--- config.mk ---
export PLATFORM = sky130hd
export DESIGN_NAME = team_07
export DESIGN_NICKNAME = d
export VERILOG_FILES = /design/src/design/bomb_pkg.sv /design/src/design/button_sync.sv /design/src/design/defuse_fsm.sv /design/src/design/ssdec_driver.sv /design/src/design/tft_status.sv /design/src/design/tone_gen.sv /design/src/design/bomb_game.sv /design/src/design/team_07.sv
export SDC_FILE = /design/constraint.sdc
export NUM_CORES = 1
export LEC_CHECK = 0
export ABC_AREA = 1
export BUFFER_PORTS_ARGS = -buffer_cell sky130_fd_sc_hd__buf_2
export CORE_AREA = 10 10 180 182
export DETAILED_ROUTE_END_ITERATION = 8
export DIE_AREA = 0 0 190 192
export PLACE_DENSITY = 0.55
export SYNTH_ARGS = -nofsm -noshare
export SYNTH_HDL_FRONTEND = slang
export SYNTH_SLANG_ARGS = --single-unit
--- constraint.sdc ---
create_clock -name clk -period 3.3 [get_ports clk]
set_input_delay 0.495 -clock clk [delete_from_list [all_inputs] [get_ports clk]]
set_output_delay 0.495 -clock clk [all_outputs]
set_load 0.01 [all_outputs]
--- src/design/bomb_pkg.sv ---
// ~~~~~~~~~~~~~~~~~~~~~~~~~~~~~~~~~~~~~~~~
// Shared types and constants for the bomb game
// Modules import it inside their bodies
// ~~~~~~~~~~~~~~~~~~~~~~~~~~~~~~~~~~~~~~~~
package bomb_pkg;

    typedef enum logic [2:0] {
        IDLE     = 3'd0,
        ARMED    = 3'd1,
        DEFUSED  = 3'd2,
        EXPLODED = 3'd3
    } game_state_e;

    localparam int START_SECONDS  = 30;   // Countdown start
    localparam int TICK_CYCLES    = 1000; // Clocks per game second
    localparam int TICK_W         = $clog2(TICK_CYCLES);
    localparam int TONE_HALF      = 20;   // Alarm half period in clocks
    localparam int TONE_W         = $clog2(TONE_HALF);
    localparam int SSDEC_CYCLES   = 32;   // 16 bits at clk/2
    localparam int TFT_CYCLES     = 16;   // 8 bits at clk/2
    localparam int TFT_RST_CYCLES = 16;   // TFT reset low time after chip reset

    // Entry i sits at bits [2i+1:2i] for the sequence 2 0 3 1
    localparam logic [7:0] DEFUSE_CODE = {2'd1, 2'd3, 2'd0, 2'd2};

    // Segment font with bit 0 = a ... bit 6 = g and bit 7 = dp
    localparam logic [9:0][7:0] SEG_FONT = {
        8'h6F, 8'h7F, 8'h07, 8'h7D, 8'h6D,  // 9 .. 5
        8'h66, 8'h4F, 8'h5B, 8'h06, 8'h3F   // 4 .. 0
    };

    typedef struct packed {
        logic [7:0] tens_seg;  // Sent first
        logic [7:0] ones_seg;
    } ssdec_frame_t;

    typedef struct packed {
        logic        pad;      // Always zero
        game_state_e state;
        logic [3:0]  half_sec; // Seconds / 2 saturated at 15
    } tft_status_t;

    typedef struct packed {
        game_state_e state;
        logic [5:0]  seconds;
        logic        tick;     // One-cycle pulse per countdown step
        logic        changed;  // One-cycle pulse with each state change
    } game_status_t;

endpackage

--- src/design/button_sync.sv ---
// ~~~~~~~~~~~~~~~~~~~~~~~~~~~~~~~~~~~~~~~~
// Button synchronizer and rising edge detect
// Press pulses only while en is high
// ~~~~~~~~~~~~~~~~~~~~~~~~~~~~~~~~~~~~~~~~
`timescale 1ns/10ps

module button_sync (
    input  logic       clk,
    input  logic       rst_n,
    input  logic       en,
    input  logic [5:0] button,
    output logic [5:0] press
);

    logic [5:0] sync1;  // Metastability stage
    logic [5:0] sync2;  // Clean level
    logic [5:0] prev;   // Level one cycle earlier

    always_ff @(posedge clk or negedge rst_n) begin
        if (!rst_n) begin
            sync1 <= '0;
            sync2 <= '0;
            prev  <= '0;
            press <= '0;
        end else begin
            sync1 <= button;
            sync2 <= sync1;
            prev  <= sync2;  // Tracks even while disabled
            // Low to high only
            press <= sync2 & ~prev & {6{en}};
        end
    end

endmodule

--- src/design/defuse_fsm.sv ---
// ~~~~~~~~~~~~~~~~~~~~~~~~~~~~~~~~~~~~~~~~
// Game controller for arming, countdown, code entry and outcome
// Buttons 0..3 code, 4 arm, 5 back to idle
// ~~~~~~~~~~~~~~~~~~~~~~~~~~~~~~~~~~~~~~~~
`timescale 1ns/10ps

module defuse_fsm (
    input  logic                   clk,
    input  logic                   rst_n,
    input  logic                   en,
    input  logic [5:0]             press,
    output bomb_pkg::game_status_t status
);
    import bomb_pkg::*;

    game_state_e       state;
    logic [TICK_W-1:0] div_cnt;   // Clocks within current second
    logic [5:0]        seconds;
    logic [1:0]        code_idx;  // Next code entry to match
    logic              tick;
    logic              changed;
    logic              code_hit;
    logic [1:0]        code_btn;
    logic [1:0]        code_want;

    // Lowest pressed code button wins
    always_comb begin
        code_hit = |press[3:0];
        casez (press[3:0])
            4'b???1: code_btn = 2'd0;
            4'b??10: code_btn = 2'd1;
            4'b?100: code_btn = 2'd2;
            default: code_btn = 2'd3;
        endcase
        code_want = DEFUSE_CODE[{code_idx, 1'b0} +: 2];
    end

    always_ff @(posedge clk or negedge rst_n) begin
        if (!rst_n) begin
            state    <= IDLE;
            div_cnt  <= '0;
            seconds  <= 6'(START_SECONDS);
            code_idx <= '0;
            tick     <= 1'b0;
            changed  <= 1'b0;
        end else begin
            tick    <= 1'b0;  // Pulses by default
            changed <= 1'b0;
            if (en) begin
                if (press[5]) begin
                    if (state != IDLE) begin  // Abort from anywhere
                        state   <= IDLE;
                        seconds <= 6'(START_SECONDS);
                        changed <= 1'b1;
                    end
                end else begin
                    case (state)
                        IDLE: if (press[4]) begin
                            state    <= ARMED;
                            seconds  <= 6'(START_SECONDS);
                            div_cnt  <= '0;
                            code_idx <= '0;
                            changed  <= 1'b1;
                        end
                        ARMED: begin
                            if (div_cnt == TICK_W'(TICK_CYCLES - 1)) begin
                                div_cnt <= '0;
                                seconds <= seconds - 6'd1;
                                tick    <= 1'b1;
                                if (seconds == 6'd1) begin  // Time up
                                    state   <= EXPLODED;
                                    changed <= 1'b1;
                                end
                            end else begin
                                div_cnt <= div_cnt + 1'b1;
                            end
                            // Code entry overrides the timer in the same cycle
                            if (code_hit) begin
                                if (code_btn != code_want) begin
                                    state   <= EXPLODED;
                                    changed <= 1'b1;
                                end else if (code_idx == 2'd3) begin
                                    state   <= DEFUSED;
                                    changed <= 1'b1;
                                end else begin
                                    code_idx <= code_idx + 2'd1;
                                end
                            end
                        end
                        default: ;  // Outcome states wait for button 5
                    endcase
                end
            end
        end
    end

    assign status = '{state: state, seconds: seconds, tick: tick, changed: changed};

endmodule

--- src/design/ssdec_driver.sv ---
// ~~~~~~~~~~~~~~~~~~~~~~~~~~~~~~~~~~~~~~~~
// Seven-segment serial driver
// 16-bit frame, tens then ones, MSB first
// ~~~~~~~~~~~~~~~~~~~~~~~~~~~~~~~~~~~~~~~~
`timescale 1ns/10ps

module ssdec_driver (
    input  logic                   clk,
    input  logic                   rst_n,
    input  bomb_pkg::game_status_t status,
    output logic                   sdi,
    output logic                   ss,
    output logic                   sck
);
    import bomb_pkg::*;

    logic [3:0]   tens;
    logic [3:0]   ones;
    ssdec_frame_t frame_now;  // Built from live seconds
    ssdec_frame_t shreg;
    logic         req;
    logic         busy;
    logic         pending;    // One request queued behind current frame
    logic [4:0]   cyc;

    always_comb begin
        tens               = 4'(status.seconds / 6'd10);
        ones               = 4'(status.seconds % 6'd10);
        frame_now.tens_seg = SEG_FONT[tens];
        frame_now.ones_seg = SEG_FONT[ones];
    end

    assign req = status.tick | status.changed;
    assign sdi = shreg[$bits(ssdec_frame_t)-1];

    always_ff @(posedge clk or negedge rst_n) begin
        if (!rst_n) begin
            busy    <= 1'b0;
            pending <= 1'b0;
        end else if (!busy) begin
            busy    <= req | pending;  // Start frame
            pending <= 1'b0;
        end else begin
            pending <= pending | req;  // Later requests merge
            if (cyc == 5'(SSDEC_CYCLES - 1)) busy <= 1'b0;
        end
    end

    always_ff @(posedge clk or negedge rst_n) begin
        if (!rst_n) begin
            ss    <= 1'b1;
            sck   <= 1'b0;
            cyc   <= '0;
            shreg <= '0;
        end else if (!busy) begin
            if (req | pending) begin
                ss    <= 1'b0;
                sck   <= 1'b0;
                cyc   <= '0;
                shreg <= frame_now;  // Data latched at frame start
            end
        end else if (cyc == 5'(SSDEC_CYCLES - 1)) begin
            ss  <= 1'b1;
            sck <= 1'b0;
        end else begin
            cyc <= cyc + 5'd1;
            sck <= ~sck;
            if (sck) shreg <= {shreg[$bits(ssdec_frame_t)-2:0], 1'b0};  // Next bit on falling sck
        end
    end

endmodule

--- src/design/tft_status.sv ---
// ~~~~~~~~~~~~~~~~~~~~~~~~~~~~~~~~~~~~~~~~
// TFT status link sending one byte per state change
// Also times the TFT reset after chip reset
// ~~~~~~~~~~~~~~~~~~~~~~~~~~~~~~~~~~~~~~~~
`timescale 1ns/10ps

module tft_status (
    input  logic                   clk,
    input  logic                   rst_n,
    input  bomb_pkg::game_status_t status,
    output logic                   sck,
    output logic                   sdi,
    output logic                   dc,
    output logic                   rst,
    output logic                   cs
);
    import bomb_pkg::*;

    tft_status_t byte_now;
    tft_status_t shreg;
    logic        busy;
    logic        pending;
    logic [3:0]  cyc;
    logic [4:0]  rst_cnt;

    always_comb begin
        byte_now.pad      = 1'b0;
        byte_now.state    = status.state;
        byte_now.half_sec = (status.seconds[5:1] > 5'd15) ? 4'hF : status.seconds[4:1];
    end

    assign sdi = shreg[$bits(tft_status_t)-1];

    always_ff @(posedge clk or negedge rst_n) begin
        if (!rst_n) begin
            busy    <= 1'b0;
            pending <= 1'b0;
            cs      <= 1'b1;
            dc      <= 1'b0;
            sck     <= 1'b0;
            cyc     <= '0;
            shreg   <= '0;
        end else if (!busy) begin
            pending <= 1'b0;
            if (status.changed | pending) begin
                busy  <= 1'b1;
                cs    <= 1'b0;
                dc    <= 1'b1;      // Data byte
                cyc   <= '0;
                shreg <= byte_now;
            end
        end else begin
            pending <= pending | status.changed;
            if (cyc == 4'(TFT_CYCLES - 1)) begin  // Last high sck phase done
                busy <= 1'b0;
                cs   <= 1'b1;
                dc   <= 1'b0;
                sck  <= 1'b0;
            end else begin
                cyc <= cyc + 4'd1;
                sck <= ~sck;
                if (sck) shreg <= {shreg[$bits(tft_status_t)-2:0], 1'b0};
            end
        end
    end

    // Panel reset held low for a fixed time
    always_ff @(posedge clk or negedge rst_n) begin
        if (!rst_n) begin
            rst_cnt <= '0;
            rst     <= 1'b0;
        end else if (!rst) begin
            rst_cnt <= rst_cnt + 5'd1;
            if (rst_cnt == 5'(TFT_RST_CYCLES - 1)) rst <= 1'b1;
        end
    end

endmodule

--- src/design/tone_gen.sv ---
// ~~~~~~~~~~~~~~~~~~~~~~~~~~~~~~~~~~~~~~~~
// Alarm square wave while the bomb is exploded
// ~~~~~~~~~~~~~~~~~~~~~~~~~~~~~~~~~~~~~~~~
`timescale 1ns/10ps

module tone_gen (
    input  logic                  clk,
    input  logic                  rst_n,
    input  logic                  en,
    input  bomb_pkg::game_state_e state,
    output logic                  audio
);
    import bomb_pkg::*;

    logic [TONE_W-1:0] half_cnt;  // Clocks in current half period

    always_ff @(posedge clk or negedge rst_n) begin
        if (!rst_n) begin
            half_cnt <= '0;
            audio    <= 1'b0;
        end else if (en && state == EXPLODED) begin
            if (half_cnt == TONE_W'(TONE_HALF - 1)) begin
                half_cnt <= '0;
                audio    <= ~audio;  // Flip every half period
            end else begin
                half_cnt <= half_cnt + 1'b1;
            end
        end else begin
            half_cnt <= '0;  // Silent, restart phase
            audio    <= 1'b0;
        end
    end

endmodule

--- src/design/bomb_game.sv ---
// ~~~~~~~~~~~~~~~~~~~~~~~~~~~~~~~~~~~~~~~~
// Game core from the buttons to the serial links and audio
// ~~~~~~~~~~~~~~~~~~~~~~~~~~~~~~~~~~~~~~~~
`timescale 1ns/10ps

module bomb_game (
    input  logic                  clk,
    input  logic                  rst_n,
    input  logic                  en,
    input  logic [5:0]            button,
    output logic                  ssdec_sdi,
    output logic                  ssdec_ss,
    output logic                  ssdec_sck,
    output logic                  tft_sck,
    output logic                  tft_sdi,
    output logic                  tft_dc,
    output logic                  tft_rst,
    output logic                  tft_cs,
    output bomb_pkg::game_state_e tft_state,
    output logic                  audio
);
    import bomb_pkg::*;

    logic [5:0]   press;   // One-cycle press pulses
    game_status_t status;

    assign tft_state = status.state;

    button_sync u_sync (.clk(clk), .rst_n(rst_n), .en(en), .button(button), .press(press));

    defuse_fsm u_fsm (.clk(clk), .rst_n(rst_n), .en(en), .press(press), .status(status));

    ssdec_driver u_ssdec (
        .clk(clk), .rst_n(rst_n), .status(status),
        .sdi(ssdec_sdi), .ss(ssdec_ss), .sck(ssdec_sck)
    );

    tft_status u_tft (
        .clk(clk), .rst_n(rst_n), .status(status),
        .sck(tft_sck), .sdi(tft_sdi), .dc(tft_dc), .rst(tft_rst), .cs(tft_cs)
    );

    tone_gen u_tone (.clk(clk), .rst_n(rst_n), .en(en), .state(status.state), .audio(audio));

endmodule

--- src/design/team_07.sv ---
// ~~~~~~~~~~~~~~~~~~~~~~~~~~~~~~~~~~~~~~~~
// Chip wrapper for the bomb game
// Buttons on gpio_in[5:0], display, TFT and audio on gpio_out[17:6]
// ~~~~~~~~~~~~~~~~~~~~~~~~~~~~~~~~~~~~~~~~
`timescale 1ns/10ps

module team_07 (
    input  logic         clk,
    input  logic         rst_n,
    input  logic         en,          // Game freezes while low

    input  logic [127:0] la_data_in,
    output logic [127:0] la_data_out,
    input  logic [127:0] la_oenb,

    input  logic [33:0]  gpio_in,
    output logic [33:0]  gpio_out,
    output logic [33:0]  gpio_oeb     // Active low
);

    logic [2:0] tft_state;

    assign la_data_out = 128'b0;
    assign gpio_oeb    = 34'h3FFFC003F;  // Pins 6..17 outputs, rest inputs

    // Unused pins held low
    assign gpio_out[33:18] = '0;
    assign gpio_out[5:0]   = '0;
    assign gpio_out[16:14] = tft_state;

    bomb_game game (
        .clk       (clk),
        .rst_n     (rst_n),
        .en        (en),
        .button    (gpio_in[5:0]),  // Raw push buttons
        .ssdec_sdi (gpio_out[6]),
        .ssdec_ss  (gpio_out[7]),
        .ssdec_sck (gpio_out[8]),
        .tft_sck   (gpio_out[9]),
        .tft_sdi   (gpio_out[10]),
        .tft_dc    (gpio_out[11]),
        .tft_rst   (gpio_out[12]),
        .tft_cs    (gpio_out[13]),
        .tft_state (tft_state),
        .audio     (gpio_out[17])
    );

endmodule

==> After elaboration in Yosys (flattened, before gate mapping) <==
Memories as Yosys holds them, arrays and structs flattened.
Cells that the tools add are included.
Widths: inputs -> output; s select.
{ "word_totals": {"output_inout_bits": 196, "reg_bits": 101, "inputBits": 293, "wordCells": 178, "mem_count": 2, "romBits": 256} }
{ "op_classes": {"eq_ne": 26, "shifts": 1, "order_cmp": 3, "add_sub_neg": 7, "reduce_logical": 18, "mux": 79, "div_mod_pow": 2, "bitwise_logic": 10} }
{ "mem_list": {"columns": ["memory", "depth", "word_bits", "rd", "rd_clocked_by_memory_dff", "write_ports", "line", "source"], "rows": [
  ["(name not given)", 16, 8, 1, 0, 0, "ssdec_driver.sv:30", "frame_now.ones_seg = SEG_FONT[ones];"],
  ["(name not given)", 16, 8, 1, 0, 0, "ssdec_driver.sv:29", "frame_now.tens_seg = SEG_FONT[tens];"]
]} }
{ "op_table": {"columns": ["cell", "count"], "rows": [
  ["$mux 16", 4],
  ["$mux 8", 6],
  ["$mux 1", 36],
  ["$mux 5", 5],
  ["$mux 3", 8],
  ["$mux 6", 4],
  ["$mux 10", 2],
  ["$pmux 10 s2", 1],
  ["$mux 4", 4],
  ["$ne 2x2->1 const B", 8],
  ["$add 5x1->5 const B", 3],
  ["$and 6x6->6", 2],
  ["$pmux 6 s2", 1],
  ["$add 10x1->10 const B", 1],
  ["$eq 10x10->1 const B", 1],
  ["$eq 5x5->1 const B", 2],
  ["$lt 4x5->1 const B", 2],
  ["$mux 2", 4],
  ["$ne 2x1->1 const B", 4],
  ["$reduce_and 2->1", 4],
  ["$reduce_and 4->1", 2],
  ["$shiftx 8x4->2 const A", 1],
  ["$reduce_and 7->1", 1],
  ["$div 6x4->6 const B", 1],
  ["other kinds (29)", 39]
]} }

==> Depth between registers and ports, before layout <==
{ "depth": {"word_depth": 9, "depth_mapped": 21, "mapped_depth_nobuf": 20} }

==> Cells and area by module <==
Synthesis repeated with hierarchy kept, for this count alone.
{ "hier_totals": {"cells_unflattened": 802, "hier_area_um2": 6593.8} }
{ "modules_own_cells": {"columns": ["module", "area_per_inst_um2", "cells_per_inst", "seq_area_each_um2", "n_inst"], "rows": [
  ["ssdec_driver", 1649.1, 219, 626.9, 1],
  ["defuse_fsm", 1467.7, 201, 580.6, 1],
  ["team_07", 1388.8, 186, 0.0, 1],
  ["tft_status", 1116.1, 122, 576.8, 1],
  ["button_sync", 645.6, 36, 600.6, 1],
  ["tone_gen", 326.6, 38, 150.1, 1]
]} }

==> Worst setup path before layout <==
OpenSTA, ideal clock, no wires.
{ "synth_path": {"path_kind": "reg2reg", "from": "reg game.u_fsm.seconds[3]", "to": "reg game.u_ssdec.shreg[3] in the netlist's numbering", "n_path_buf": 1, "path_stages_with_launch": 20, "setup_slack_ns": 0.785, "required_time_ns": 3.179, "synth_period_minus_slack_ns": 2.515, "arrival_time_ns": 2.394, "setup_ns": 0.121, "cell_sequence": "dfstp_2 buf_6 inv_2 ha_1 nand2_1 nand2_2 clkinv_4 nand2_4 nand2_4 nand2_1 nand3_2 nand2_4 nand2_4 nand2_2 nand2_2 ha_1 nand3_1 nand2_1 o21bai_1 nand2_1"} }
{ "synth_via": {"elab_chain_len": 5} }
{ "synth_lines": {"columns": ["item", "line", "source"], "rows": [
  ["start: declaration", "defuse_fsm.sv:18", "logic [5:0] seconds;"],
  ["start signal: assignment", "defuse_fsm.sv:42", "seconds <= 6'(START_SECONDS);"],
  ["start signal: assignment", "defuse_fsm.sv:53", "seconds <= 6'(START_SECONDS);"],
  ["start signal: assignment", "defuse_fsm.sv:60", "seconds <= 6'(START_SECONDS);"],
  ["$mod 6x4->6", "ssdec_driver.sv:28", "ones = 4'(status.seconds % 6'd10);"],
  ["$mem_v2 16x8", null, null],
  ["$mux 8 (implied by the code)", "ssdec_driver.sv:30", null],
  ["$mux 16", "ssdec_driver.sv:56", "if (req | pending) begin"],
  ["$mux 16", "ssdec_driver.sv:55", "end else if (!busy) begin"],
  ["end signal: assignment", "ssdec_driver.sv:60", "shreg <= frame_now;"],
  ["end signal: assignment", "ssdec_driver.sv:68", "if (sck) shreg <= {shreg[$bits(ssdec_frame_t)-2:0], 1'b0};"],
  ["end: declaration", "ssdec_driver.sv:20", "ssdec_frame_t shreg;"]
]} }
No other way between the ends. The select of a mux whose other input is x is not followed.
A chain may end at the register's enable or synchronous reset.

==> Worst setup path after layout <==
{ "layout_path": {"from": "reg game.u_fsm.seconds[3]", "to": "reg game.u_ssdec.shreg[11] in the netlist's numbering"} }
{ "layout_via": {"elab_chain_len": 5} }
{ "layout_lines": {"columns": ["item", "line", "source"], "rows": [
  ["$div 6x4->6", "ssdec_driver.sv:27", "tens = 4'(status.seconds / 6'd10);"],
  ["$mem_v2 16x8", null, null],
  ["$mux 8 (implied by the code)", "ssdec_driver.sv:29", null],
  ["$mux 16", "ssdec_driver.sv:56", null],
  ["$mux 16", "ssdec_driver.sv:55", null]
]} }
No other way between the ends. The select of a mux whose other input is x is not followed.

==> flow_summary.ini <==
[global_routing]
antenna_found_initial = 0
use_met2_pct = 10.8
use_met3_pct = 1.83
grtUsageTotal_pct = 6.25
grt_max_degree = 54
grt_pass1_vias = 4117
met1_usage_pct = 7.39
grt_pass1_wl_um = 19400
grt_overflow = 0
top_usage_layer = met2

[drt]
vias = 4105
drtAntennaViolNets = 0
routed_via_density = 3.55
finalWirelength_um = 11800
avgRoutedWirePerCell_um = 10.2
initialDrtViolationCount = 160
drcViolationCount = 0
drtPass1Iterations = 4

[logic_synthesis]
synth_top_area_share_pct = 36.7
muxShareOfSynthArea_pct = 0
syn_avg_cell_area_um2 = 8.58
synth_edf_count = 0
synthFlopType = dfrtp_1
synth_top_area_cell = dfrtp_1
synth_commonest_cells = buf_4 (196), nand2_1 (97), dfrtp_1 (95)
synth_top_family_by_area = buffers and inverters
synth-seq-area-share_pct = 39.1
yosysUniqueCellTypes = 45
synthTopCellsByArea = dfrtp_1 (37%), buf_4 (23%), nand2_1 (5.6%), ha_1 (5.4%), nor2_1 (3.7%)
synth-async-reset-ratio_pct = 100
netlist_area_um2 = 6480
ys_ff_latch = 101
syn_inst = 755
synth_compound_area_share_pct = 8.32
yosysWarnings = 0
synthAdderAreaFrac_pct = 5.41
synth_xor_area_share_pct = 1.49
synthSimpleGateAreaFrac_pct = 17.6
synthMostInstantiatedCell = buf_4

[die]
dieArea_um2 = 36500
dieWidth_um = 190
ios = 489
coreArea_um2 = 28600
placementRows = 62
initial_utilization_pct = 22.6
die_h_um = 192

[setup_path]
cp-start-kind = flop
crit_required_ns = 3.56
worstSetupEndpointType = flop
crit_arrival_ns = 3.09
worst-setup-path-type = flop to flop
worstPathMaxFanout = 11

[clocking]
clock_path_buffers = 2
postCtsSetupBuffers = 0
cts_tree = yes
holdBufCountCts = 0
cts.sinks = 101
root_buffer = clkbuf_16
numCtsBuffers = 9
clock_latency_ns = 0.35
cts_resized = 0
clk_pin_slew_worst_paths_ns = 0.07
h-tree-depth = 3

[timing]
fin_skew_ns = 0.00367
period_share_pct = 85.5
setup_viol = 0
worstMarginPinSlew_ns = 0.708
fin_crit_ns = 2.82
tns_ns = 0
holdWs_ns = 0.166
rsz0062_at_grt = false
fin_ws_ns = 0.479
slew_violations = 0
clock.fmax_ghz = 0.355
slew_headroom_pct = 52.8
hold_violations = 0

[flow_run]
cap_viol_max_count = 0

[placed_design]
hpwlAfterDp_um = 9180
dp_cells = 1139
post-place-ws_ns = 0.504
gp_congestion = 0.775
io_buffers = 20

[final_layout]
layout.nets = 1087
antenna_cells = 0
final_cells = 1155
syn_to_final_growth_pct = 0.753
final_layout_size_suffix_gt1_share_pct = 10.9

[power]
vdd_drop_max_mv = 0.223
p_per_area_nw_per_um2 = 613
p_leak_uw = 0.00330
p_total_uw = 4010

[hold_path]
min_path_type = input pin to asynchronous set/reset pin

[status]
outcome = finished, final reports clean
[registers in the layout, indices dropped and copies added (netlist names), 2 cells and up]
register and count:
game.u_fsm.code_idx 2, game.u_fsm.div_cnt 10, game.u_fsm.seconds 6, game.u_fsm.state 3, game.u_ssdec.cyc 5, game.u_ssdec.shreg 15
game.u_sync.press 6, game.u_sync.prev 6, game.u_sync.sync1 6, game.u_sync.sync2 6, game.u_tft.cyc 4, game.u_tft.rst_cnt 5
game.u_tft.shreg 7, game.u_tone.half_cnt 5
[power by group]
part	leakage (uW)	total (uW)	switching (uW)	internal (uW)
clock network	0.000143	1020	478	538
logic	0.00189	1260	833	428
registers	0.00126	1730	193	1540
[layout by cell type, fill, tap and decap left out, drive strengths merged, types with 4 or more instances in the layout]
cell type  instances
o21ai             49
o22ai              4
clkinv             5
a31oi              4
nand4              5
clkbuf            10
dfstp              6
xor2               9
a21oi             19
conb             184
inv               71
nor2              67
nand3             37
ha                28
nor4               5
dfrtp             95
nand2            113
buf               24
nor3              11
[cell type report]
type | instances | area, um^2
Inverter | 70 | 268
Clock buffer | 10 | 239
Timing Repair Buffer | 24 | 145
Clock inverter | 6 | 45.0
Fill cell | 3181 | 22100
Sequential cell | 101 | 2530
Multi-Input combinational cell | 560 | 2820
Tap cell | 384 | 480
[worst paths after layout]
| path | start | endpoint | slack, ns | cells after the start |
|---|---|---|---|---|
| worst max-delay path | game.u_fsm.seconds[3] | game.u_ssdec.shreg[11] | 0.48 | 16 |
| worst min-delay path | rst_n | game.u_ssdec.sdi | 0.17 | 1 |
| worst max register to register | game.u_fsm.seconds[3] | game.u_ssdec.shreg[11] | 0.48 | 16 |
| worst min register to register | game.u_sync.sync1[2] | game.u_sync.sync2[2] | 0.35 | 0 |
| max in group asynchronous | rst_n | game.u_ssdec.ss | 2.40 | 2 |
| min in group clk | gpio_in[3] | game.u_sync.sync1[3] | 0.25 | 1 |
[metal layers]
layer / share of wire (%) / vias to the layer above
li1: - / 2043
met1: 43 / 1929
met2: 49 / 131
met3: 6.7 / 2
met4: 0.53 / 0
met5: 0 / -
[cells by family after synthesis]
logic type	Yosys count
compound gates	93
flops	101
buf+inv	276
fa+ha+maj	28
simple gates	244
xor+xnor	11
other cells	2
[per-stage QoR]
step           utilization (%)  instance area, um^2
6_report                  22.8                 6530
5_1_grt                   22.8                 6530
4_1_cts                   22.8                 6530
3_5_place_dp              21.8                 6250
3_3_place_gp              21.8                 6250
2_1_floorplan                -                 7160
[worst max-delay path: stages, from the launching register on]
cell      delay, ns
dfstp_2        0.66
inv_2          0.11
ha_1           0.29
nand2_1        0.06
nand2_2        0.11
clkinv_4       0.07
nand2_4        0.08
nand2_4        0.08
nand2_1        0.11
nand3_2        0.09
nand2_4        0.10
nand2_4        0.10
ha_1           0.21
or2_2          0.30
a21oi_1        0.16
a21oi_1        0.05
o21ai_0        0.16
(Power assumes the default switching activity.)
